**src/soc_mem_pkg.sv**
```systemverilog
package soc_mem_pkg;

    ////////////////////////////////////////////////////////////
    // Bus types
    ////////////////////////////////////////////////////////////

    // Byte address, word data and per-byte enables
    typedef logic [31:0] obi_addr_t;
    typedef logic [31:0] obi_data_t;
    typedef logic [3:0]  obi_be_t;

    ////////////////////////////////////////////////////////////
    // Address map
    ////////////////////////////////////////////////////////////

    // Host window, upper bound exclusive
    localparam obi_addr_t HOST_WIN_LO = 32'h3000_0000;
    localparam obi_addr_t HOST_WIN_HI = 32'h8000_0000;

    // Data SRAM region
    localparam obi_addr_t SRAM_BASE   = 32'h8000_0000;

    // Upper nibble picks the region
    localparam obi_addr_t REGION_MASK = 32'hF000_0000;

endpackage
```
**src/obi_if.sv**
```systemverilog
`timescale 1ns/1ps

interface obi_if;

    // Request side, driven by the primary
    logic                   req;
    soc_mem_pkg::obi_addr_t addr;
    logic                   we;
    soc_mem_pkg::obi_be_t   be;
    soc_mem_pkg::obi_data_t wdata;

    // Grant and response, driven by the secondary
    logic                   gnt;
    logic                   rvalid;
    soc_mem_pkg::obi_data_t rdata;

    modport primary (
        output req,
        output addr,
        output we,
        output be,
        output wdata,
        input  gnt,
        input  rvalid,
        input  rdata
    );

    modport secondary (
        input  req,
        input  addr,
        input  we,
        input  be,
        input  wdata,
        output gnt,
        output rvalid,
        output rdata
    );

endinterface

```
**src/host_addr_remap.sv**
```systemverilog
`timescale 1ns/1ps

module host_addr_remap import soc_mem_pkg::*; (
    input  logic     clk_i,
    input  logic     rst_n_i,
    obi_if.secondary in,
    obi_if.primary   out
);

    logic      full_q;
    logic      accept;
    obi_addr_t addr_mapped;
    obi_addr_t addr_q;
    logic      we_q;
    obi_be_t   be_q;
    obi_data_t wdata_q;

    ////////////////////////////////////////////////////////////
    // Address remap
    ////////////////////////////////////////////////////////////

    // Host window folds onto the SRAM region, offset kept
    always_comb begin
        addr_mapped = in.addr;
        if (in.addr >= HOST_WIN_LO && in.addr < HOST_WIN_HI) begin
            addr_mapped = (in.addr & ~REGION_MASK) | SRAM_BASE;
        end
    end

    ////////////////////////////////////////////////////////////
    // One-entry request register
    ////////////////////////////////////////////////////////////

    // Free slot, or the held request leaves this cycle
    assign in.gnt = !full_q || out.gnt;
    assign accept = in.req && in.gnt;

    always_ff @(posedge clk_i) begin
        if (!rst_n_i) begin
            full_q <= 1'b0;
        end else if (accept) begin
            full_q <= 1'b1;
        end else if (out.gnt) begin
            full_q <= 1'b0;
        end
    end

    always_ff @(posedge clk_i) begin
        if (accept) begin
            addr_q  <= addr_mapped;
            we_q    <= in.we;
            be_q    <= in.be;
            wdata_q <= in.wdata;
        end
    end

    assign out.req   = full_q;
    assign out.addr  = addr_q;
    assign out.we    = we_q;
    assign out.be    = be_q;
    assign out.wdata = wdata_q;

    // Responses need no remap
    assign in.rvalid = out.rvalid;
    assign in.rdata  = out.rdata;

endmodule

```
**src/flat_wrapper.sv**
```systemverilog
// flat-port wrapper written by rule: the top's interface ports become plain ports
module host_addr_remap_flat import soc_mem_pkg::*;
  (clk_i, rst_n_i, in_req, in_addr, in_we, in_be, in_wdata, in_gnt, in_rvalid, in_rdata, out_req, out_addr, out_we, out_be, out_wdata, out_gnt, out_rvalid, out_rdata);
  obi_if in_i ();
  obi_if out_i ();
  input  logic clk_i;
  input  logic rst_n_i;
  input wire logic [$bits(in_i.req)-1:0] in_req;
  input wire logic [$bits(in_i.addr)-1:0] in_addr;
  input wire logic [$bits(in_i.we)-1:0] in_we;
  input wire logic [$bits(in_i.be)-1:0] in_be;
  input wire logic [$bits(in_i.wdata)-1:0] in_wdata;
  output wire logic [$bits(in_i.gnt)-1:0] in_gnt;
  output wire logic [$bits(in_i.rvalid)-1:0] in_rvalid;
  output wire logic [$bits(in_i.rdata)-1:0] in_rdata;
  output wire logic [$bits(out_i.req)-1:0] out_req;
  output wire logic [$bits(out_i.addr)-1:0] out_addr;
  output wire logic [$bits(out_i.we)-1:0] out_we;
  output wire logic [$bits(out_i.be)-1:0] out_be;
  output wire logic [$bits(out_i.wdata)-1:0] out_wdata;
  input wire logic [$bits(out_i.gnt)-1:0] out_gnt;
  input wire logic [$bits(out_i.rvalid)-1:0] out_rvalid;
  input wire logic [$bits(out_i.rdata)-1:0] out_rdata;
  assign in_i.req = in_req;
  assign in_i.addr = in_addr;
  assign in_i.we = in_we;
  assign in_i.be = in_be;
  assign in_i.wdata = in_wdata;
  assign in_gnt = in_i.gnt;
  assign in_rvalid = in_i.rvalid;
  assign in_rdata = in_i.rdata;
  assign out_req = out_i.req;
  assign out_addr = out_i.addr;
  assign out_we = out_i.we;
  assign out_be = out_i.be;
  assign out_wdata = out_i.wdata;
  assign out_i.gnt = out_gnt;
  assign out_i.rvalid = out_rvalid;
  assign out_i.rdata = out_rdata;
  host_addr_remap u_core (.clk_i(clk_i), .rst_n_i(rst_n_i), .in(in_i), .out(out_i));
endmodule
```
**config.mk**
```make
export PLATFORM = sky130hd
export DESIGN_NAME = host_addr_remap_flat
export DESIGN_NICKNAME = d
export VERILOG_FILES = /design/src/soc_mem_pkg.sv /design/src/obi_if.sv /design/src/host_addr_remap.sv /design/src/flat_wrapper.sv
export SDC_FILE = /design/constraint.sdc
export NUM_CORES = 1
export LEC_CHECK = 0
export ABC_AREA = 1
export ABC_CLOCK_PERIOD_IN_PS = 8820
export BUFFER_PORTS_ARGS = -buffer_cell sky130_fd_sc_hd__clkbuf_2
export CORE_MARGIN = 3
export CORE_UTILIZATION = 30
export CTS_BUF_LIST = sky130_fd_sc_hd__clkbuf_16
export DETAILED_ROUTE_END_ITERATION = 8
export PLACE_DENSITY = 0.73
export SYNTH_ARGS = -nofsm -noshare
export SYNTH_HDL_FRONTEND = slang
export SYNTH_SLANG_ARGS = --single-unit
```
**constraint.sdc**
```tcl
create_clock -name clk_i -period 8.82 [get_ports clk_i]
set_clock_uncertainty 0.1 [all_clocks]
set_input_delay 1.764 -clock clk_i [delete_from_list [all_inputs] [get_ports clk_i]]
set_output_delay 1.764 -clock clk_i [all_outputs]
set_load 0.01 [all_outputs]
```
# Word level (Yosys, flattened, before mapping)
# Index checks and enable logic that the tools add are counted.
totals:
  ff_bits: 70
  inputBits: 106
  output_inout_bits: 104
  elab_cells: 15
op_classes:
  magnitude_cmp: 2
  mux: 2
  reduce_logical: 5
op_table:
  columns: ["operator", "n"]
  rows:
  - ["32-bit by 30-bit >= comparator with 1-bit output (second input constant)", 1]
  - ["32-bit < comparator (second input constant)", 1]
  - ["1-bit logical AND", 2]
  - ["1-bit two-way mux", 2]
  - ["2-bit nonzero test", 1]
  - ["1-bit zero test", 1]
  - ["1-bit logical OR", 1]

# Depth between registers and ports, before layout
depth:
  ltp_word: 4
  ltp_mapped: 3
  ltp_nobuf: 3

# Least setup slack after synthesis
# OpenSTA, ideal clock, no wires.
synth_path:
  kind: "input to register"
  from: "input port in_req"
  to: "register u_core.addr_q[0] (netlist: u_core.out.addr[0]), enable pin"
  setup_ps: 519
  t_arrival_ps: 5151
  required_time_ps: 8201
  slack_ps: 3050
  cell_stages: 2
  path_buffers: 0
  cell_sequence: "inv_1 > a21oi_1"
synth_via:
  elab_chain_cells: 1
synth_rtl:
  columns: ["element", "line_no", "rtl"]
  rows:
  - ["start: declaration", "flat_wrapper.sv:8", "input wire logic [$bits(in_i.req)-1:0] in_req;"]
  - ["1-bit logical AND", "host_addr_remap.sv:36", "assign accept = in.req && in.gnt;"]
  - ["named net u_core.accept", "host_addr_remap.sv:11", "logic accept;"]
  - ["end signal: assignment", "host_addr_remap.sv:50", "addr_q <= addr_mapped;"]
  - ["end: declaration", "host_addr_remap.sv:13", "obi_addr_t addr_q;"]
# The timed path passes the listed nets, and every way through them passes these cells.
# A chain may end at the register's enable or synchronous reset.

# Worst setup path after layout
layout_path:
  from: "input port out_gnt"
  to: "output port in_gnt"
layout_via:
  elab_chain_cells: 1
layout_rtl:
  columns: ["element", "line_no", "rtl"]
  rows:
  - ["start: declaration", "flat_wrapper.sv:21", "input wire logic [$bits(out_i.gnt)-1:0] out_gnt;"]
  - ["1-bit logical OR", "host_addr_remap.sv:35", "assign in.gnt = !full_q || out.gnt;"]
  - ["end: declaration", "flat_wrapper.sv:13", "output wire logic [$bits(in_i.gnt)-1:0] in_gnt;"]
# No other way between the ends.

==> run_results.csv <==
group,metric,value,unit
outcome,status,"complete, no violations",
yosys,yosysWarningCount,0,
setup_path,path_cells,"clkbuf_2 -> inv_1 -> nand2_1 -> clkbuf_2",
clock_tree,postCtsSetupBuffers,0,
setup_path,slowest_delay,0.13,ns
clock_tree,insertion_delay,0.32,ns
drt,vias_per_cell,4.009,
clock_tree,numCtsBuffers,9,
setup_path,crit_fanout,2,
drt,drt-initial-drc-count,57,
floorplan,io_pins,210,
setup_path,reg2reg_from,"u_core.out.req",
yosys,yosys.area_share.xor_xnor,0,%
drt,avgRoutedWirePerCell,14.73,um
timing,rsz0062_at_grt,"false",
worst_hold_path,hp-class,"reg -> reg",
yosys,yosysUniqueCellTypes,9,
clock_tree,clkSinkCount,70,
worst_hold_path,hp-start,"u_core.out.req",
yosys,synth_nets,225,
drt,drc,0,
place,place_congestion,0.7213,
timing,maxSlewHeadroom,43.22,%
clock_tree,ctsResizeCount,0,
yosys,syn_avg_cell_area,20.25,um^2
setup_path,cp-end-kind,"primary output",
run,drv_cap,0,
setup_path,crit_type,"in -> out",
drt,ant_nets,0,
setup_path,path_delay_family,"buffers and inverters",
final_layout,layout_common_cells,"clkbuf_2 (143), edfxtp_1 (69), clkbuf_16 (9)",
floorplan,rows,32,
floorplan,die_x,95.63,um
global_route,track_usage,10.40,%
power_and_ir_drop,p_per_area,249.7,mW/mm^2
timing,final-hold-violation-count,0,
yosys,synth_area,0.002410,mm^2
global_route,gr-total-overflow,0,
timing,tightest_slew,0.8516,ns
drt,drtPass1Iterations,5,
clock_tree,ctsHoldBuffers,0,
global_route,antenna_found_initial,0,
final_layout,instances_no_fill,348,
setup_path,crit_start,"out_gnt",
yosys,synth_top_family_by_area,"buffers and inverters",
timing,fin_crit,4.011,ns
drt,vias,1395,
clock_tree,clk_pin_slew_worst_paths,0.06,ns
place,post-dp-hpwl,3.951,mm
final_layout,final_nets,347,
final_layout,area_growth,39.20,%
global_route,grt_pass1_vias,1391,
setup_path,cp.required,6.96,ns
setup_path,cp-start-kind,"primary input",
setup_path,cpMostUsedCell,"clkbuf_2",
yosys,postSynthCellCount,119,
final_layout,layout-drive-gt1-share,65.85,%
yosys,synth_mux_area_share,0,%
floorplan,fp.dieH,95.63,um
clock_tree,root_buffer,"clkbuf_16",
power_and_ir_drop,total_power,0.8375,mW
yosys,synth-seq-cells,70,
final_layout,n_fill_cell,732,
global_route,grt_max_degree,70,
setup_path,crit_buf_inv,3,
yosys,synthSimpleGateAreaFrac,1.090,%
yosys,yosysSeqAreaShare,86.81,%
final_layout,utilization,43.19,%
timing,setup_viol,0,
power_and_ir_drop,p_leak,1.488,nW
clock_tree,htreeDepth,3,
setup_path,crit_slowest_cell,"clkbuf_2",
place,post-place-cells,332,
floorplan,coreArea,0.007767,mm^2
clock_tree,clock_path_buffers,2,
setup_path,crit_arrival,2.15,ns
clock_tree,cts_tree,"yes",
drt,wl,5.125,mm
timing,period_share,45.48,%
timing,clock.fmax,0.2493,GHz
timing,setup_tns,0,ns
yosys,synthAdderAreaFrac,0,%
place,portBuffers,143,
yosys,synth-compound-area-share,0.8827,%
power_and_ir_drop,ir_worst_vdd,93.34,uV
final_layout,antenna_cells,0,
final_layout,layout_commonest_cell,"clkbuf_2",
timing,slew_violations,0,
floorplan,start_util,31.02,%
global_route,grt_pass1_wl,6.865,mm
floorplan,die_area,0.009144,mm^2
## cells in the mapped netlist
cell type	n	area share (%)
edfxtp_1	69	86
buf_4	33	10
inv_1	6	0.93
nand2_1	4	0.62
nor2_1	3	0.47
a21boi_1	1	0.31
a21oi_1	1	0.21
a21oi_2	1	0.36
dfxtp_1	1	0.83
## flip-flops by register name, indices dropped and copies added (netlist names)
signal	count
u_core.out.addr	32
u_core.out.wdata	32
u_core.out.be	4
u_core.out.req	1
u_core.out.we	1
## power breakdown
| group | switching, mW | internal, mW | total (mW) |
|---|---|---|---|
| registers | 0.00520 | 0.389 | 0.395 |
| logic | 0.0308 | 0.0243 | 0.0551 |
| clock network | 0.136 | 0.252 | 0.388 |
| total | 0.172 | 0.665 | 0.837 |
## worst min-delay path: cells and delay by family (launching register included)
family             cells  cell delay (ns)
and+or+nand+nor        1             0.10
DFF                    1             0.34
AOI/OAI and AO/OA      1             0.06
## metal layers
layer  up-vias  routed length, um  track usage, %
met5         -                  0               0
met4         0                197           8.886
met3        25                644           3.788
met2        89               2617           17.72
met1       639               1666           9.787
li1        642                  -               -
## stage by stage
stage / worst slack, ns / cell area (um^2) / hold slack (ns)
5_1_grt: 4.754 / 3354 / 0.4800
3_3_place_gp: 4.819 / 3024 / 0.4231
4_1_cts: 4.802 / 3354 / 0.4493
6_report: 4.809 / 3354 / 0.4449
3_5_place_dp: 4.803 / 3024 / 0.4396
2_1_floorplan: 3.050 / 2410 / 0.4815
## final cells by class
class / count / area (um^2) / area share [%]
multi-input cells: 10 / 58.81 / 1.753
repair buffers: 144 / 723.2 / 21.56
clock inverters: 7 / 105.1 / 3.133
clock buffers: 9 / 225.2 / 6.714
flip-flops and latches: 70 / 2092 / 62.36
inverters: 6 / 22.52 / 0.6714
well taps: 102 / 127.6 / 3.805
## cells by family (layout without fill, tap and decap cells)
family,after synthesis,count (layout)
compound gates,3,3
buf+inv,39,166
flops,70,70
simple gates,7,7
## path summary, 6_finish.rpt
check | end | cells after the start | slack [ns]
worst max-delay path | in_gnt | 4 | 4.81
worst min-delay path | u_core.out.req | 2 | 0.44
worst max register to register | u_core.out.addr[4] | 2 | 7.15
worst min register to register | u_core.out.req | 2 | 0.44
No activity file was read; power rests on OpenSTA's default activity.
