<file path="config.mk">
export PLATFORM = sky130hd
export DESIGN_NAME = wb_obi_bridge_flat
export DESIGN_NICKNAME = d
export VERILOG_FILES = /design/src/soc_mem_pkg.sv /design/src/obi_if.sv /design/src/wb_obi_bridge.sv /design/src/flat_wrapper.sv
export SDC_FILE = /design/constraint.sdc
export NUM_CORES = 1
export LEC_CHECK = 0
export BUFFER_PORTS_ARGS = -buffer_cell sky130_fd_sc_hd__buf_4
export CORE_AREA = 5 5 96 98
export DETAILED_ROUTE_END_ITERATION = 16
export DIE_AREA = 0 0 101 103
export GPL_ROUTABILITY_DRIVEN = 1
export GPL_TIMING_DRIVEN = 0
export PLACE_DENSITY_LB_ADDON = 0.2
export SYNTH_ARGS = -nofsm -noshare
export SYNTH_HDL_FRONTEND = slang
export SYNTH_SLANG_ARGS = --single-unit
</file>
<file path="constraint.sdc">
create_clock -name clk_i -period 5.8 [get_ports clk_i]
set_clock_uncertainty 0.2 [all_clocks]
set_input_delay 0.58 -clock clk_i [delete_from_list [all_inputs] [get_ports clk_i]]
set_output_delay 0.58 -clock clk_i [all_outputs]
set_load 0.02 [all_outputs]
</file>
<file path="src/soc_mem_pkg.sv">
package soc_mem_pkg;

    ////////////////////////////////////////////////////////////
    // Bus types
    ////////////////////////////////////////////////////////////

    // Byte address, word data and per-byte enables
    typedef logic [31:0] obi_addr_t;
    typedef logic [31:0] obi_data_t;
    typedef logic [3:0]  obi_be_t;

    ////////////////////////////////////////////////////////////
    // Address map
    ////////////////////////////////////////////////////////////

    // Host window, upper bound exclusive
    localparam obi_addr_t HOST_WIN_LO = 32'h3000_0000;
    localparam obi_addr_t HOST_WIN_HI = 32'h8000_0000;

    // Data SRAM region
    localparam obi_addr_t SRAM_BASE   = 32'h8000_0000;

    // Upper nibble picks the region
    localparam obi_addr_t REGION_MASK = 32'hF000_0000;

endpackage
</file>
<file path="src/obi_if.sv">
`timescale 1ns/1ps

interface obi_if;

    // Request side, driven by the primary
    logic                   req;
    soc_mem_pkg::obi_addr_t addr;
    logic                   we;
    soc_mem_pkg::obi_be_t   be;
    soc_mem_pkg::obi_data_t wdata;

    // Grant and response, driven by the secondary
    logic                   gnt;
    logic                   rvalid;
    soc_mem_pkg::obi_data_t rdata;

    modport primary (
        output req,
        output addr,
        output we,
        output be,
        output wdata,
        input  gnt,
        input  rvalid,
        input  rdata
    );

    modport secondary (
        input  req,
        input  addr,
        input  we,
        input  be,
        input  wdata,
        output gnt,
        output rvalid,
        output rdata
    );

endinterface

</file>
<file path="src/wb_obi_bridge.sv">
`timescale 1ns/1ps

module wb_obi_bridge import soc_mem_pkg::*; (
    input  logic      clk_i,
    input  logic      rst_n_i,
    input  logic      wbs_cyc_i,
    input  logic      wbs_stb_i,
    input  logic      wbs_we_i,
    input  obi_be_t   wbs_sel_i,
    input  obi_addr_t wbs_adr_i,
    input  obi_data_t wbs_dat_i,
    output logic      wbs_ack_o,
    output obi_data_t wbs_dat_o,
    obi_if.primary    obi
);

    typedef enum logic [1:0] {
        ST_IDLE,
        ST_REQ,
        ST_WAIT
    } state_e;

    state_e    state_q;
    obi_addr_t addr_q;
    logic      we_q;
    obi_be_t   be_q;
    obi_data_t wdata_q;
    logic      start;

    // Host still holds stb in the ack cycle, so skip that one
    assign start = wbs_cyc_i && wbs_stb_i && !wbs_ack_o;

    always_ff @(posedge clk_i) begin
        if (!rst_n_i) begin
            state_q   <= ST_IDLE;
            wbs_ack_o <= 1'b0;
        end else begin
            wbs_ack_o <= 1'b0;
            case (state_q)
                ST_IDLE: begin
                    if (start) begin
                        state_q <= ST_REQ;
                    end
                end
                ST_REQ: begin
                    if (obi.gnt) begin
                        state_q <= ST_WAIT;
                    end
                end
                ST_WAIT: begin
                    if (obi.rvalid) begin
                        state_q   <= ST_IDLE;
                        wbs_ack_o <= 1'b1;
                    end
                end
                default: state_q <= ST_IDLE;
            endcase
        end
    end

    // Captured request and returned read word
    always_ff @(posedge clk_i) begin
        if (state_q == ST_IDLE && start) begin
            addr_q  <= wbs_adr_i;
            we_q    <= wbs_we_i;
            be_q    <= wbs_sel_i;
            wdata_q <= wbs_dat_i;
        end
        if (state_q == ST_WAIT && obi.rvalid) begin
            wbs_dat_o <= obi.rdata;
        end
    end

    assign obi.req   = (state_q == ST_REQ);
    assign obi.addr  = addr_q;
    assign obi.we    = we_q;
    assign obi.be    = be_q;
    assign obi.wdata = wdata_q;

endmodule

</file>
<file path="src/flat_wrapper.sv">
// flat-port wrapper written by rule: the top's interface ports become plain ports
module wb_obi_bridge_flat import soc_mem_pkg::*;
  (clk_i, rst_n_i, wbs_cyc_i, wbs_stb_i, wbs_we_i, wbs_sel_i, wbs_adr_i, wbs_dat_i, wbs_ack_o, wbs_dat_o, obi_req, obi_addr, obi_we, obi_be, obi_wdata, obi_gnt, obi_rvalid, obi_rdata);
  obi_if obi_i ();
  input  logic clk_i;
  input  logic rst_n_i;
  input  logic wbs_cyc_i;
  input  logic wbs_stb_i;
  input  logic wbs_we_i;
  input  obi_be_t wbs_sel_i;
  input  obi_addr_t wbs_adr_i;
  input  obi_data_t wbs_dat_i;
  output logic wbs_ack_o;
  output obi_data_t wbs_dat_o;
  output wire logic [$bits(obi_i.req)-1:0] obi_req;
  output wire logic [$bits(obi_i.addr)-1:0] obi_addr;
  output wire logic [$bits(obi_i.we)-1:0] obi_we;
  output wire logic [$bits(obi_i.be)-1:0] obi_be;
  output wire logic [$bits(obi_i.wdata)-1:0] obi_wdata;
  input wire logic [$bits(obi_i.gnt)-1:0] obi_gnt;
  input wire logic [$bits(obi_i.rvalid)-1:0] obi_rvalid;
  input wire logic [$bits(obi_i.rdata)-1:0] obi_rdata;
  assign obi_req = obi_i.req;
  assign obi_addr = obi_i.addr;
  assign obi_we = obi_i.we;
  assign obi_be = obi_i.be;
  assign obi_wdata = obi_i.wdata;
  assign obi_i.gnt = obi_gnt;
  assign obi_i.rvalid = obi_rvalid;
  assign obi_i.rdata = obi_rdata;
  wb_obi_bridge u_core (.clk_i(clk_i), .rst_n_i(rst_n_i), .wbs_cyc_i(wbs_cyc_i), .wbs_stb_i(wbs_stb_i), .wbs_we_i(wbs_we_i), .wbs_sel_i(wbs_sel_i), .wbs_adr_i(wbs_adr_i), .wbs_dat_i(wbs_dat_i), .wbs_ack_o(wbs_ack_o), .wbs_dat_o(wbs_dat_o), .obi(obi_i));
endmodule
</file>
Word-level counts from Yosys, hierarchy flattened
Cells that the tools add are included.
{"block": "word_totals", "in_bits": 107, "out_inout_bits": 103, "wordCells": 25, "ff_bits": 104}
{"block": "op_classes", "eq_ne": 5, "muxes": 5, "reduce_logical": 8}
{"op": "$mux 2", "count": 3}
{"op": "$pmux 2 s3", "count": 1}
{"op": "$logic_and 1x1->1", "count": 4}
{"op": "$ne 2x1->1 const B", "count": 2}
{"op": "$reduce_and 3->1", "count": 1}
{"op": "$eq 2x1->1 const B", "count": 1}
{"op": "$eq 2x2->1 const B", "count": 1}
{"op": "$logic_not 2->1", "count": 1}
{"op": "$ne 2x2->1 const B", "count": 1}
{"op": "$reduce_and 2->1", "count": 1}
{"op": "$logic_not 1->1", "count": 1}
{"op": "$mux 1", "count": 1}

Depth between registers and ports, before layout
{"block": "logic_depth", "ltp_word": 4, "ltp_mapped": 2, "depth_no_buf": 2}

Least setup slack after synthesis
No wires, ideal clock.
{"block": "synth_timing", "path_kind": "input to register", "start": "in wbs_cyc_i", "end": "reg u_core.addr_q[0], in the netlist u_core.obi.addr[0] (enable)", "t_required_ps": 5103, "stages": 2, "n_path_buf": 0, "path_slack_ps": 1507, "setup_time_ps": 497, "arrival_time_ps": 3596, "path_cell_list": "nand4bb_1 -> nor2_1"}
{"block": "synth_between", "elab_chain_len": 3}
{"item": "start, declared", "line": "flat_wrapper.sv:7", "source": "input logic wbs_cyc_i;"}
{"item": "$logic_and 1x1->1 (2 in series)", "line": "wb_obi_bridge.sv:31", "source": "assign start = wbs_cyc_i && wbs_stb_i && !wbs_ack_o;"}
{"item": "$logic_and 1x1->1", "line": "wb_obi_bridge.sv:63", "source": "if (state_q == ST_IDLE && start) begin"}
{"item": "end signal, assigned", "line": "wb_obi_bridge.sv:64", "source": "addr_q <= wbs_adr_i;"}
{"item": "end, declared", "line": "wb_obi_bridge.sv:24", "source": "obi_addr_t addr_q;"}
Every way passes these cells.
A chain may end at the register's enable or synchronous reset.

Final worst setup path
{"block": "layout_timing", "start": "reg u_core.state_q[1]", "end": "out obi_req"}
{"block": "layout_between", "elab_chain_len": 1}
{"item": "start, declared", "line": "wb_obi_bridge.sv:23", "source": "state_e state_q;"}
{"item": "start signal, assigned", "line": "wb_obi_bridge.sv:35", "source": "state_q <= ST_IDLE;"}
{"item": "start signal, assigned", "line": "wb_obi_bridge.sv:42", "source": "state_q <= ST_REQ;"}
{"item": "start signal, assigned", "line": "wb_obi_bridge.sv:47", "source": "state_q <= ST_WAIT;"}
{"item": "$eq 2x1->1", "line": "wb_obi_bridge.sv:74", "source": "assign obi.req = (state_q == ST_REQ);"}
{"item": "end, declared", "line": "flat_wrapper.sv:15", "source": "output wire logic [$bits(obi_i.req)-1:0] obi_req;"}
Every way passes these cells.

==> summary.txt <==
Outcome
  • Outcome: completed

Place
  • I/O Buffers: about 210
  • RePlAce Congestion: ~0.72
  • Hpwl dp: slightly above 6000 µm

Global routing
  • Largest net degree at the start of global routing: 34
  • Initial antenna violation count: 0
  • Global-route wire length before repair: between 10,000 and 15,000 µm
  • GR Overflow Total: 0
  • Global-route total usage across every layer: 0.151
  • Number of global-route vias before repair: 2,096

Critical path
  • CP max-delay cell: dfxtp_1
  • Max Fanout on Critical Path: 6
  • CP Capture Type: output port
  • CP max stage delay: roughly 430 ps
  • Delay-heaviest family, CP: flip-flops
  • RR Endpoint: u_core.obi.addr[28]
  • R2r startpoint: u_core.state_q[0]
  • CP Buf/Inv Count: 1
  • CP Data Arrival Time: around 1100 ps
  • Worst-path cell chain: and2b_1 -> buf_4
  • CP Launch Type: flop
  • Required time of the critical path: between 5000 and 6000 ps
  • Worst R2R Path Depth: 3
  • Setup CP Type: flop to output port
  • Reg2Reg Setup Slack: around 4000 ps

Clock tree
  • Post-CTS Hold Fix Bufs: 0
  • H-tree Lvls: 3
  • Post-CTS resize count: 0
  • CTS buffer count: 9
  • Worst skew pair latency: around 360 ps
  • Clock transition at path regs: 110 ps
  • Clk sink count: between 100 and 150
  • Max clock buf depth: 2
  • CTS tree: done
  • Setup Fix Bufs, Post-CTS: 0
  • Clk root buf: clkbuf_8

Final layout
  • Layout area overhead: 62.4%
  • Nets: 444
  • # diodes: 0
  • Most frequent cells in the layout: buf_4 (209), edfxtp_1 (101), clkbuf_8 (9)
  • Area of the multi-input gates: about 88 µm²
  • Commonest non-fill, non-tap cell in the layout: buf_4
  • Fill count: around 640
  • Layout cells sized above 1: 0.667
  • FF/Latch Area: 0.00309 mm²

Timing
  • Final Hold Fails: 0
  • Post-route setup TNS: 0 ps
  • Fin crit period: between 1500 and 2000 ps
  • Final Cycle Share: 0.331
  • Final setup viols: 0
  • Actual slew at the worst max-slew pin: 702 ps
  • RSZ-0062 raised after global routing: no
  • Slew Limit Fails: 0
  • F_max: between 500 and 600 MHz
  • Slew HR: 0.532

Hold path
  • Worst hold path startpoint: wbs_adr_i[27]
  • Hold Path End: u_core.obi.addr[27]
  • Hold crit path type: input pin to flop
  • Worst hold path depth: 1

Synth
  • Yosys warning count: 0
  • Sequential area share after synthesis: 0.975
  • Yosys reg bits: between 100 and 150
  • Synth Area per Inst: 27.6 µm²
  • Mapped Nets: around 220
  • Post-Syn Area: ~0.0032 mm²
  • Synth unique cells: 12
  • Mapped Cells: ~120

Power
  • PD cells: slightly below 300 mW/mm²
  • Leak: about 2.1 nW
  • Design Power: 1.50 mW
  • Maximum VDD drop: 137 µV

Detailed routing
  • Residual DRC count: 0
  • Final ANT Viol Nets: 0
  • Wire per inst: roughly 18 µm
  • Initial drt markers: 39
  • First-pass DRT Iterations: 4
  • Via count: 1,970
  • Via/cell ratio: between 4 and 5
  • WL final: between 7000 and 8000 µm

Die
  • Die span in x: roughly 100 µm
  • Core area: between 0.008 and 0.009 mm²
  • Die area: 0.0104 mm²
  • Starting Density: 0.378
  • Height of the die: 103 µm
  • # IOs: between 200 and 250
  • Row cnt: 34

Job
  • Max Cap Viol: 0
synthesized netlist by cell type, drive strengths merged:
cell,instances,area share
nand4bb,1,0.0036
a21boi,1,0.0024
and2,1,0.0020
nor2,1,0.0012
dfxtp,3,0.019
and2b,1,0.0024
edfxtp,101,0.96
a21oi,1,0.0016
nand3b,1,0.0024
nand2b,2,0.0039
and3b,1,0.0028
or3b,1,0.0028
flip-flops by register name, indices dropped and copies added, names as in the netlist:
name / count
u_core.obi.wdata: 32
u_core.obi.be: 4
u_core.wbs_ack_o: 1
u_core.state_q: 2
u_core.obi.we: 1
u_core.wbs_dat_o: 32
u_core.obi.addr: 32
worst reg2reg max path, stage by stage, from the launching register on:
cell	delay, ps
dfxtp_1	360
nand4bb_1	260
nor2_4	410
buf_12	260
through the flow:
stage                     hold WS (ps)  instances  utilization  cell area (µm²)  setup WS (ps)
after floorplan                    280        115            -             3170           1510
after global placement             315        432        0.582             4880            244
after detailed placement           331        434        0.587             4920           3400
after CTS                          164        450        0.614             5150           3570
after global routing               143        450        0.615             5150           3790
final                              185        450        0.615             5150           3880
layer usage:
metal | GRT usage | vias to the layer above | share of wire
met5 | 0 | - | 0
met4 | 0.0521 | 0 | 0.0085
li1 | - | 905 | -
met2 | 0.236 | 148 | 0.47
met1 | 0.169 | 911 | 0.36
met3 | 0.0954 | 6 | 0.17
report_power, final:
part / switching (mW) / internal (mW) / leakage (nW)
Combinational: 0.0636 / 0.0769 / 1.05
Clock: 0.248 / 0.249 / 0.114
Sequential: 0.00752 / 0.854 / 0.956
Total: 0.319 / 1.18 / 2.12
layout make-up:
type                            count  area share
Timing Repair Buffer              211       0.312
Clock inverter                      7      0.0197
Sequential cell                   104       0.601
Multi-Input combinational cell     11      0.0170
Tap cell                          108      0.0262
Clock buffer                        9      0.0241
kinds of logic after synthesis:
| kind of cell | Yosys count | share of synthesized area |
|---|---|---|
| DFF | 104 | 0.975 |
| and+or+nand+nor | 9 | 0.0209 |
| AOI/OAI and AO/OA | 2 | 0.00394 |
worst max-delay path by stage:
stage / start / cells past startpoint / to / slack [ps]
after floorplan: wbs_cyc_i / 2 / u_core.obi.addr[0] / 1510
after global placement: wbs_cyc_i / 3 / u_core.obi.addr[11] / 240
after detailed placement: obi_rvalid / 2 / u_core.wbs_dat_o[4] / 3400
after CTS: u_core.state_q[1] / 1 / u_core.wbs_dat_o[22] / 3570
after global routing: u_core.state_q[1] / 2 / obi_req / 3790
final: u_core.state_q[1] / 2 / obi_req / 3880
(Power assumes the default switching activity.)
