==> src/soc_mem_pkg.sv <==
package soc_mem_pkg;

    ////////////////////////////////////////////////////////////
    // Bus types
    ////////////////////////////////////////////////////////////

    // Byte address, word data and per-byte enables
    typedef logic [31:0] obi_addr_t;
    typedef logic [31:0] obi_data_t;
    typedef logic [3:0]  obi_be_t;

    ////////////////////////////////////////////////////////////
    // Address map
    ////////////////////////////////////////////////////////////

    // Host window, upper bound exclusive
    localparam obi_addr_t HOST_WIN_LO = 32'h3000_0000;
    localparam obi_addr_t HOST_WIN_HI = 32'h8000_0000;

    // Data SRAM region
    localparam obi_addr_t SRAM_BASE   = 32'h8000_0000;

    // Upper nibble picks the region
    localparam obi_addr_t REGION_MASK = 32'hF000_0000;

endpackage
==> src/obi_if.sv <==
`timescale 1ns/1ps

interface obi_if;

    // Request side, driven by the primary
    logic                   req;
    soc_mem_pkg::obi_addr_t addr;
    logic                   we;
    soc_mem_pkg::obi_be_t   be;
    soc_mem_pkg::obi_data_t wdata;

    // Grant and response, driven by the secondary
    logic                   gnt;
    logic                   rvalid;
    soc_mem_pkg::obi_data_t rdata;

    modport primary (
        output req,
        output addr,
        output we,
        output be,
        output wdata,
        input  gnt,
        input  rvalid,
        input  rdata
    );

    modport secondary (
        input  req,
        input  addr,
        input  we,
        input  be,
        input  wdata,
        output gnt,
        output rvalid,
        output rdata
    );

endinterface

==> src/obi_arbiter.sv <==
`timescale 1ns/1ps

module obi_arbiter #(
    parameter int unsigned MAX_OUTSTANDING = 4
) (
    input  logic     clk_i,
    input  logic     rst_n_i,
    input  logic     host_en_i,
    obi_if.secondary host,
    obi_if.secondary core,
    obi_if.primary   mem
);

    localparam int unsigned PTR_W = (MAX_OUTSTANDING > 1) ? $clog2(MAX_OUTSTANDING) : 1;
    localparam int unsigned CNT_W = $clog2(MAX_OUTSTANDING + 1);
    localparam logic [PTR_W-1:0] PTR_LAST = PTR_W'(MAX_OUTSTANDING - 1);
    localparam logic [CNT_W-1:0] CNT_FULL = CNT_W'(MAX_OUTSTANDING);

    // Owner per granted transfer, 1 means host
    logic             owner_q [MAX_OUTSTANDING];
    logic [PTR_W-1:0] wr_ptr_q;
    logic [PTR_W-1:0] rd_ptr_q;
    logic [CNT_W-1:0] count_q;
    logic             full;
    logic             host_sel;
    logic             push;
    logic             pop;
    logic             head_owner;

    ////////////////////////////////////////////////////////////
    // Request select
    ////////////////////////////////////////////////////////////

    assign full     = (count_q == CNT_FULL);
    assign host_sel = host.req && host_en_i;

    // Nothing goes out while the owner queue is full
    assign mem.req   = (host_sel || core.req) && !full;
    assign mem.addr  = host_sel ? host.addr  : core.addr;
    assign mem.we    = host_sel ? host.we    : core.we;
    assign mem.be    = host_sel ? host.be    : core.be;
    assign mem.wdata = host_sel ? host.wdata : core.wdata;

    assign host.gnt = host_sel && mem.gnt && !full;
    assign core.gnt = core.req && !host_sel && mem.gnt && !full;

    ////////////////////////////////////////////////////////////
    // Response routing
    ////////////////////////////////////////////////////////////

    assign push       = mem.req && mem.gnt;
    assign pop        = mem.rvalid;
    assign head_owner = owner_q[rd_ptr_q];

    assign host.rvalid = pop && head_owner;
    assign core.rvalid = pop && !head_owner;
    assign host.rdata  = mem.rdata;
    assign core.rdata  = mem.rdata;

    always_ff @(posedge clk_i) begin
        if (!rst_n_i) begin
            wr_ptr_q <= '0;
            rd_ptr_q <= '0;
            count_q  <= '0;
        end else begin
            if (push) begin
                wr_ptr_q <= (wr_ptr_q == PTR_LAST) ? '0 : wr_ptr_q + 1'b1;
            end
            if (pop) begin
                rd_ptr_q <= (rd_ptr_q == PTR_LAST) ? '0 : rd_ptr_q + 1'b1;
            end
            case ({push, pop})
                2'b10:   count_q <= count_q + 1'b1;
                2'b01:   count_q <= count_q - 1'b1;
                default: count_q <= count_q;
            endcase
        end
    end

    always_ff @(posedge clk_i) begin
        if (push) begin
            owner_q[wr_ptr_q] <= host_sel;
        end
    end

endmodule

==> src/flat_wrapper.sv <==
// flat-port wrapper written by rule: the top's interface ports become plain ports
module obi_arbiter_flat 
#(
    parameter int unsigned MAX_OUTSTANDING = 4
)
  (clk_i, rst_n_i, host_en_i, host_req, host_addr, host_we, host_be, host_wdata, host_gnt, host_rvalid, host_rdata, core_req, core_addr, core_we, core_be, core_wdata, core_gnt, core_rvalid, core_rdata, mem_req, mem_addr, mem_we, mem_be, mem_wdata, mem_gnt, mem_rvalid, mem_rdata);
  obi_if host_i ();
  obi_if core_i ();
  obi_if mem_i ();
  input  logic clk_i;
  input  logic rst_n_i;
  input  logic host_en_i;
  input wire logic [$bits(host_i.req)-1:0] host_req;
  input wire logic [$bits(host_i.addr)-1:0] host_addr;
  input wire logic [$bits(host_i.we)-1:0] host_we;
  input wire logic [$bits(host_i.be)-1:0] host_be;
  input wire logic [$bits(host_i.wdata)-1:0] host_wdata;
  output wire logic [$bits(host_i.gnt)-1:0] host_gnt;
  output wire logic [$bits(host_i.rvalid)-1:0] host_rvalid;
  output wire logic [$bits(host_i.rdata)-1:0] host_rdata;
  input wire logic [$bits(core_i.req)-1:0] core_req;
  input wire logic [$bits(core_i.addr)-1:0] core_addr;
  input wire logic [$bits(core_i.we)-1:0] core_we;
  input wire logic [$bits(core_i.be)-1:0] core_be;
  input wire logic [$bits(core_i.wdata)-1:0] core_wdata;
  output wire logic [$bits(core_i.gnt)-1:0] core_gnt;
  output wire logic [$bits(core_i.rvalid)-1:0] core_rvalid;
  output wire logic [$bits(core_i.rdata)-1:0] core_rdata;
  output wire logic [$bits(mem_i.req)-1:0] mem_req;
  output wire logic [$bits(mem_i.addr)-1:0] mem_addr;
  output wire logic [$bits(mem_i.we)-1:0] mem_we;
  output wire logic [$bits(mem_i.be)-1:0] mem_be;
  output wire logic [$bits(mem_i.wdata)-1:0] mem_wdata;
  input wire logic [$bits(mem_i.gnt)-1:0] mem_gnt;
  input wire logic [$bits(mem_i.rvalid)-1:0] mem_rvalid;
  input wire logic [$bits(mem_i.rdata)-1:0] mem_rdata;
  assign host_i.req = host_req;
  assign host_i.addr = host_addr;
  assign host_i.we = host_we;
  assign host_i.be = host_be;
  assign host_i.wdata = host_wdata;
  assign host_gnt = host_i.gnt;
  assign host_rvalid = host_i.rvalid;
  assign host_rdata = host_i.rdata;
  assign core_i.req = core_req;
  assign core_i.addr = core_addr;
  assign core_i.we = core_we;
  assign core_i.be = core_be;
  assign core_i.wdata = core_wdata;
  assign core_gnt = core_i.gnt;
  assign core_rvalid = core_i.rvalid;
  assign core_rdata = core_i.rdata;
  assign mem_req = mem_i.req;
  assign mem_addr = mem_i.addr;
  assign mem_we = mem_i.we;
  assign mem_be = mem_i.be;
  assign mem_wdata = mem_i.wdata;
  assign mem_i.gnt = mem_gnt;
  assign mem_i.rvalid = mem_rvalid;
  assign mem_i.rdata = mem_rdata;
  obi_arbiter #(.MAX_OUTSTANDING(MAX_OUTSTANDING)) u_core (.clk_i(clk_i), .rst_n_i(rst_n_i), .host_en_i(host_en_i), .host(host_i), .core(core_i), .mem(mem_i));
endmodule
==> config.mk <==
export PLATFORM = sky130hd
export DESIGN_NAME = obi_arbiter_flat
export DESIGN_NICKNAME = d
export VERILOG_FILES = /design/src/soc_mem_pkg.sv /design/src/obi_if.sv /design/src/obi_arbiter.sv /design/src/flat_wrapper.sv
export SDC_FILE = /design/constraint.sdc
export NUM_CORES = 1
export LEC_CHECK = 0
export ABC_CLOCK_PERIOD_IN_PS = 2970
export BUFFER_PORTS_ARGS = -buffer_cell sky130_fd_sc_hd__buf_2
export CORE_AREA = 2 2 124 126
export DETAILED_ROUTE_END_ITERATION = 10
export DIE_AREA = 0 0 126 128
export PLACE_DENSITY = 0.54
export SLEW_MARGIN = 20
export SYNTH_ARGS = -nofsm -noshare
export SYNTH_HDL_FRONTEND = slang
export SYNTH_SLANG_ARGS = --single-unit
==> constraint.sdc <==
create_clock -name clk_i -period 2.97 [get_ports clk_i]
set_clock_uncertainty 0.1 [all_clocks]
set_input_delay 0.594 -clock clk_i [delete_from_list [all_inputs] [get_ports clk_i]]
set_output_delay 0.594 -clock clk_i [all_outputs]
set_load 0.005 [all_outputs]
## Yosys cells after proc, flatten, opt, wreduce, memory -nomap -nowiden

Memories as Yosys holds them, arrays and structs flattened. A register that Yosys moved wholly into a read port is not among the register bits.
Cells that the tools add are included.

| word-level totals | value |
|---|---|
| flip-flop bits (word level) | 7 |
| bits in writable memories | 4 |
| input bits | 177 |
| output and inout port bits | 138 |
| logic and storage cells | 39 |
| memories kept | 1 |

Memory list:

| name | depth | width | read ports | clocked after Yosys merged registers in | write ports | RTL line | source |
|---|---|---|---|---|---|---|---|
| u_core.owner_q | 4 | 1 | 1 | 1 | 1 | obi_arbiter.sv:20 | `logic owner_q [MAX_OUTSTANDING];` |

| operators by class | value |
|---|---|
| $add $sub $neg | 4 |
| equal/unequal tests | 5 |
| mux-type cells | 11 |
| reductions and logical operators | 15 |

Operators by type and width:

| kind | count |
|---|---|
| 2-to-1 mux 32 bit | 2 |
| logical AND 1 bit | 10 |
| 2-to-1 mux 2 bit | 4 |
| equality test 2 bit (second input constant) | 3 |
| one-hot mux 3 bit (2 select lines) | 1 |
| adder 2 x 1 -> 2 bit (second input constant) | 2 |
| 2-to-1 mux 4 bit | 1 |
| adder 3 x 1 -> 3 bit (second input constant) | 1 |
| equality test 3 bit (second input constant) | 1 |
| logical NOT 1 bit | 3 |
| 2-to-1 mux 1 bit | 3 |
| subtractor 3 x 1 -> 3 bit (second input constant) | 1 |
| equality test 2 x 1 -> 1 bit (second input constant) | 1 |
| nonzero test 2 bit | 1 |
| logical OR 1 bit | 1 |

## Longest topological paths before layout

Gate-level depths: netlist of run 1.

| depth | value |
|---|---|
| word-level depth | 6 |
| depth in mapped cells | 9 |
| gate-level depth less buffers | 9 |

## Worst setup path before layout of run 1

Ideal clock, no wire load.

| timing | value |
|---|---|
| kind | input to register |
| from | in host_req |
| to | reg u_core.count_q[2] |
| setup time | 70 ps |
| arrival time | 2133 ps |
| required time | 2800 ps |
| slack | 667 ps |
| cell stages on the path | 9 |
| path buffers | 0 |
| cell sequence | nand2_1 -> inv_2 -> o211a_4 -> inv_1 -> ha_1 -> fa_1 -> xnor2_1 -> or3_1 -> a21oi_1 |

| between the ends | value |
|---|---|
| word-level cells in the longest chain between the ends | 6 |
| elaborated cells on any way between the ends | 8 |
| those cells by class | eq/ne (2); mux (1); reduce/logical (5) |

RTL lines:

| item | RTL line | source |
|---|---|---|
| start: declaration | flat_wrapper.sv:13 | `input wire logic [$bits(host_i.req)-1:0] host_req;` |
| logical AND 1 bit (*) | obi_arbiter.sv:35 | `assign host_sel = host.req && host_en_i;` |
| logical OR 1 bit (*) | obi_arbiter.sv:38 | `assign mem.req = (host_sel \|\| core.req) && !full;` |
| logical AND 1 bit (*) | obi_arbiter.sv:38 |  |
| logical AND 1 bit (*) | obi_arbiter.sv:51 | `assign push = mem.req && mem.gnt;` |
| equality test 2 x 1 -> 1 bit / equality test 2 bit (equally long branches) | obi_arbiter.sv:72 | `case ({push, pop})` |
| one-hot mux 3 bit (2 select lines) / nonzero test 2 bit (equally long branches) | -- |  |
| end signal: assignment | obi_arbiter.sv:73 | `2'b10: count_q <= count_q + 1'b1;` |
| end signal: assignment | obi_arbiter.sv:74 | `2'b01: count_q <= count_q - 1'b1;` |
| end signal: assignment | obi_arbiter.sv:75 | `default: count_q <= count_q;` |
| end: declaration | obi_arbiter.sv:23 | `logic [CNT_W-1:0] count_q;` |

Every way passes the cells marked *; elsewhere a longest branch is shown, timed or not.
A chain may end at the register's enable or synchronous reset.

## Worst setup path in the final report of run 1

| timing | value |
|---|---|
| from | in host_en_i |
| to | out mem_addr[31] |

| between the ends | value |
|---|---|
| word-level cells in the longest chain between the ends | 2 |

RTL lines:

| item | RTL line | source |
|---|---|---|
| start: declaration | flat_wrapper.sv:12 | `input logic host_en_i;` |
| logical AND 1 bit | obi_arbiter.sv:35 |  |
| 2-to-1 mux 32 bit | obi_arbiter.sv:39 | `assign mem.addr = host_sel ? host.addr : core.addr;` |
| end: declaration | flat_wrapper.sv:30 | `output wire logic [$bits(mem_i.addr)-1:0] mem_addr;` |

Every way passes these cells.

==> flow_summary.toml, run 1 <==
[status]
status = "finished, final reports clean"

[layout]
area_growth_pct = 47.2
drive_gt1_frac = 0.852
fillCellCount = 1685
design_area_sq_um = 2870
final_cell_count_no_fill = 541
nNetsFinal = 537

[routing]
drt_iter0_drc = 49
totalWireLength_microns = 7880
vias = 1930
viasPerCell = 3.57
routedWlPerCell_microns = 14.6
drc = 0
ant_nets = 0
drtPass1Iterations = 4

[cts]
postCtsSetupBuffers = 0
clock_path_buffers = 2
cts_hold_buf = 0
clock-sinks = 13
cts_made_buffers = 3
root_buffer = "clkbuf_16"
clock_latency_ns = 0.24
cts_tree = "done"
clk_pin_slew_worst_paths_ns = 0.04
h-tree-depth = 1
cts_resized = 0

[sta]
report.final.slew_viol_count = 0
relSlewSlack = 0.789
fmax_mhz = 411
worstMarginPinSlew_ns = 0.316
period_share = 0.819
rsz0062_at_grt = "false"
period_minus_slack_ns = 2.43
final-setup-viol-count = 0
hold_viol_final = 0
fin_tns_setup_ns = 0
setup_ws_ns = 0.537

[global_route]
grt_pass1_vias = 1776
antenna_found_initial = 1
track_usage = 0.0858
grt_pass1_wl_microns = 10500
grt_max_degree = 58
grt-ovfl-total = 0

[setup_path]
critPathCaptureType = "primary output"
cp_slowest_stage_delay_ns = 0.40
timing.rr.start = "u_core.count_q[0]"
worst-r2r-cell-count = 8
cp.arrival_ns = 1.74
start_kind = "primary input"
worst_path_max_delay_cell = "mux2_2"
crit_top_cell = "buf_2"
timing.rr.end = "u_core.count_q[2]"
rrSetupSlack_ns = 0.82
path_max_fanout = 57
crit_chain = "buf_2 -> nand2_1 -> inv_2 -> buf_12 -> mux2_2 -> buf_2"
critical_path_class = "primary input to primary output"
critPathRequiredTime_ns = 2.28

[power_and_ir_drop]
power.leakage_nw = 1.46
powerDensity_nw_per_um2 = 298
ir_drop_v = 0.000164

[placement]
io_buffer_count = 218
place_congestion = 0.820
dp.cells = 536
preCtsSetupSlack_ns = 0.470
dp_hpwl_microns = 7090
placed_area_sq_um = 2790

[die]
rows = 45
core_sq_um = 14900
io_pins = 315
initial_core_util = 0.131
dieWidth_microns = 126
die_h_microns = 128
fp.dieArea_sq_um = 16100

[logic_synthesis]
synth_seq_area_share = 0.154
synthCells = 199
synth-seq-cells = 13
syn_area_sq_um = 1950
post-synth-top-area-cell = "mux2_2"
synthTopCellsByArea = "mux2_2 40%, buf_4 25%, dfxtp_1 9.3%"
synth.yosys.warnings = 0
synth_top_area_share = 0.399
yosysUniqueCellTypes = 24
synth_area_per_cell_sq_um = 9.78
syn-num-nets = 383

[worst_hold_path]
hp-class = "flip-flop to flip-flop"
hold-path-endpoint = "u_core.count_q[2]"
hold_depth = 2
min_from = "u_core.count_q[2]"

[job]
maxCapViolCount = 0
## worst max-delay path by stage
stage,from,endpoint,depth (start not counted)
after floorplan,host_req,u_core.count_q[2],9
after CTS,host_en_i,mem_wdata[9],6
after detailed placement,host_en_i,u_core.count_q[2],10
after global routing,host_en_i,mem_addr[31],6
final,host_en_i,mem_addr[31],6
after global placement,host_en_i,u_core.count_q[2],10
## layout by cell type, fill, tap and decap left out
cell type    n
a21oi_1      1
and2_1       1
and2_2       4
buf_12       1
buf_2      218
buf_4        1
clkbuf_1     1
clkbuf_16    3
dfxtp_1      9
diode_2      1
edfxtp_1     4
fa_1         1
ha_1         6
inv_1        4
inv_2        1
mux2_2      69
mux2i_1      5
mux4_2       1
nand2_1      6
nor2_1       7
nor2b_1      1
o211a_4      1
o21a_1       1
o21ai_0      1
or3_1        2
or3b_4       1
xnor2_1      1
xor2_1       1
## per-stage QoR
stage	hold WS [ns]	total power [mW]	utilization
finish	0.381	0.855	0.193
global route	0.397	0.910	0.193
CTS	0.389	0.871	0.193
detailed placement	0.383	0.613	0.187
global placement	0.383	0.610	0.187
floorplan	0.354	0.469	-
## cell usage after synthesis
library cell	count
mux4_2	1
a21oi_1	1
buf_2	7
and2_1	1
o211a_4	1
edfxtp_1	4
nor2b_1	1
or3b_4	1
inv_1	4
ha_1	6
xnor2_1	1
mux2i_1	5
nand2_1	6
fa_1	1
mux2_2	69
inv_2	1
or3_1	2
dfxtp_1	9
nor2_1	7
buf_4	64
xor2_1	1
and2_2	4
o21ai_0	1
o21a_1	1
## cells by family after synthesis
kind of cell / count (synthesis) / synth area share
compound gates: 4 / 0.0180
buf+inv: 76 / 0.274
mux: 75 / 0.436
fa+ha+maj: 7 / 0.0488
xor+xnor: 2 / 0.00900
flops: 13 / 0.154
simple gates: 22 / 0.0591
## routing by layer
metal / share of wire / vias up / track usage / routed length, microns
met4: 0.023 / 0 / 0.0265 / 182
met3: 0.12 / 17 / 0.0280 / 962
met5: 0 / - / 0 / 0
met1: 0.38 / 848 / 0.0997 / 3020
met2: 0.47 / 142 / 0.150 / 3720
li1: - / 923 / - / -
## final cells by class
| cell class | instances | area, sq um | share of cell area |
|---|---|---|---|
| Antenna cell | 1 | 2.50 | 0.000873 |
| Clock buffer | 4 | 78.8 | 0.0275 |
| Inverter | 5 | 18.8 | 0.00655 |
| Multi-Input combinational cell | 110 | 1110 | 0.388 |
| Sequential cell | 13 | 300 | 0.105 |
| Tap cell | 188 | 235 | 0.0821 |
| Timing Repair Buffer | 220 | 1120 | 0.390 |
## worst max-delay path, delay by kind of cell
family,cells,cell delay (ns)
muxes,1,0.40
and+or+nand+nor,1,0.08
buffers and inverters,4,0.59
## power breakdown
part / leakage, nW / total (mW) / switching, mW / internal (mW)
clock network: 0.0382 / 0.251 / 0.0704 / 0.181
logic: 1.31 / 0.385 / 0.156 / 0.228
registers: 0.111 / 0.219 / 0.0155 / 0.204
total: 1.46 / 0.855 / 0.242 / 0.613
Power figures use the tool's default switching activity.
==> run 2: changes to the inputs <==
--- a/config.mk
+++ b/config.mk
@@ -5,12 +5,13 @@
 export SDC_FILE = /design/constraint.sdc
 export NUM_CORES = 1
 export LEC_CHECK = 0
-export ABC_CLOCK_PERIOD_IN_PS = 2970
+export ABC_AREA = 1
+export ABC_CLOCK_PERIOD_IN_PS = 2100
 export BUFFER_PORTS_ARGS = -buffer_cell sky130_fd_sc_hd__buf_2
-export CORE_AREA = 2 2 124 126
+export CORE_AREA = 2 2 123 125
 export DETAILED_ROUTE_END_ITERATION = 10
-export DIE_AREA = 0 0 126 128
-export PLACE_DENSITY = 0.54
+export DIE_AREA = 0 0 125 127
+export PLACE_DENSITY = 0.56
 export SLEW_MARGIN = 20
 export SYNTH_ARGS = -nofsm -noshare
 export SYNTH_HDL_FRONTEND = slang
==> constraint.sdc (replaced) <==
create_clock -name clk_i -period 2.1 [get_ports clk_i]
set_clock_uncertainty 0.1 [all_clocks]
set_input_delay 0.42 -clock clk_i [delete_from_list [all_inputs] [get_ports clk_i]]
set_output_delay 0.42 -clock clk_i [all_outputs]
set_load 0.005 [all_outputs]
==> run 2 against run 1 <==
Compared with the run above:
- synthesized cell count rose by 86%
- worst hold slack got worse by 0.0091 ns
- combinational power rose by 42%
- clock power rose by 41%
- synthesized area rose by 3.3%
- global-route usage rose by 0.56 points
- worst setup slack got worse by 0.31 ns
- sequential power rose by 37%
- critical path type unchanged
- critical path depth did not move
==> flow_summary.toml, run 2 <==
[power_and_ir_drop]
p_total_mw = 1.20
ir_drop_v = 0.000206
p_int_mw = 0.810
seq_power_share = 0.250
p_sw_frac = 0.326
combinationalPowerShare = 0.455
power_frac_clock = 0.295
power.leakage_nw = 1.90
p_switching_mw = 0.391
powerDensity_nw_per_um2 = 409

[routing]
routedWlPerCell_microns = 11.2
totalWireLength_microns = 7920
viasPerCell = 3.63
drt_iter0_drc = 104
drc = 0
drtPass1Iterations = 4
vias = 2557
ant_nets = 0

[cts]
cts_tree = "done"
clock_path_buffers = 2
cts_resized = 0
h-tree-depth = 1
clk_pin_slew_worst_paths_ns = 0.04
clock_latency_ns = 0.24
cts_hold_buf = 0
postCtsSetupBuffers = 0
cts_made_buffers = 3
root_buffer = "clkbuf_16"
clock-sinks = 13

[logic_synthesis]
post-synth-top-area-cell = "nand2_1"
synth_top_area_share = 0.407
synth_flop_cell = "dfxtp_1"
synth_most_common_cell = "nand2_1"
synth_area_per_cell_sq_um = 5.43
synth-seq-cells = 13
synth_seq_area_share = 0.149
synthCells = 370
syn-num-nets = 554
yosysUniqueCellTypes = 20
postSynth.asyncResetShare = 0
syn_area_sq_um = 2010
synth_edf_count = 4
synthTopCellsByArea = "nand2_1 41%, buf_4 24%, dfxtp_1 9.0%"
synth.cells.most_frequent = "218 x nand2_1, 64 x buf_4, 18 x inv_1"
synth.yosys.warnings = 0

[sta]
fin_tns_setup_ns = 0
relSlewSlack = 0.810
hold_viol_final = 0
period_minus_slack_ns = 1.87
setup_ws_ns = 0.229
report.final.slew_viol_count = 0
final-setup-viol-count = 0
worstMarginPinSlew_ns = 0.285
rsz0062_at_grt = "false"
period_share = 0.891
fmax_mhz = 535
hold-worst-slack_ns = 0.372

[layout]
nNetsFinal = 706
area_growth_pct = 46.2
diodes = 0
fillCellCount = 1716
final_core_util = 0.204
final_cell_mix = "218 x nand2_1, 218 x buf_2, 18 x inv_1, 16 x nor2_1, 9 x dfxtp_1"
drive_gt1_frac = 0.445

[setup_path]
start_kind = "primary input"
critical_path_class = "primary input to primary output"
cp.arrival_ns = 1.35
path_max_fanout = 68
critPathCaptureType = "primary output"
timing.rr.start = "u_core.count_q[0]"
cp-startpoint = "host_req"
critPathRequiredTime_ns = 1.58

[die]
io_pins = 315
fp.dieArea_sq_um = 15900
dieWidth_microns = 125
die_h_microns = 127
initial_core_util = 0.139
rows = 44
core_sq_um = 14400

[placement]
place_congestion = 0.730
io_buffer_count = 218
preCtsSetupSlack_ns = 0.0623
dp_hpwl_microns = 6800

[job]
maxCapViolCount = 0

[status]
status = "finished, final reports clean"

[global_route]
track_usage = 0.0914
grt_pass1_wl_microns = 11900
grt_max_degree = 69
grt_pass1_vias = 2364
grt-ovfl-total = 0
antenna_found_initial = 0

[worst_hold_path]
hp-class = "primary input to flip-flop"
min_from = "rst_n_i"
## run 2: cell families (layout without fill, tap and decap cells)
logic type                 after synthesis  count (layout)  share of synthesized area
adders and majority gates                7               7                     0.0473
buffers and inverters                   97             248                      0.309
and+or+nand+nor                        243             243                      0.469
DFF                                     13              13                      0.149
AOI/OAI and AO/OA                       10              10                     0.0261
## run 2: per-stage QoR
| stage | area, sq um | cells |
|---|---|---|
| after floorplan | 2010 | 370 |
| after global placement | 2860 | 701 |
| after detailed placement | 2860 | 701 |
| after CTS | 2940 | 705 |
| after global routing | 2940 | 705 |
| final | 2940 | 705 |
## run 2: power by group through the flow
stage	Sequential (mW)	Combinational (mW)	Clock (mW)
after floorplan	0.301	0.339	0
after global placement	0.304	0.551	0
after detailed placement	0.305	0.555	0
after CTS	0.300	0.557	0.361
after global routing	0.304	0.624	0.375
final	0.301	0.546	0.354
## run 2: cell type report
type	instances	area [sq um]	area share
inverter	19	71.3	0.0243
clock buffer	4	78.8	0.0268
tap	184	230	0.0783
multi-input combinational	260	1090	0.371
sequential	13	300	0.102
timing repair buffer	225	1170	0.398
## run 2: path summary, 6_finish.rpt
check / end / slack, ns / cells after the start
setup / recovery: mem_wdata[28] / 0.23 / 6
hold / removal: u_core.count_q[2] / 0.37 / 3
hold reg to reg: u_core.count_q[2] / 0.40 / 2
setup reg to reg: u_core.count_q[2] / 0.30 / 9
## run 2: metal layers
metal | vias up | routed length (microns) | track usage | share of wire
met5 | - | 0 | 0 | 0
met4 | 0 | 25 | 0.0131 | 0.0032
met3 | 4 | 1060 | 0.0456 | 0.13
met2 | 177 | 3630 | 0.153 | 0.46
met1 | 1029 | 3200 | 0.108 | 0.40
li1 | 1347 | - | - | -
## run 2: critical path, cell delays in order
cell	delay, ns
buf_2	0.11
nand2_2	0.16
buf_12	0.30
nand2_1	0.14
nand2_1	0.09
buf_2	0.11
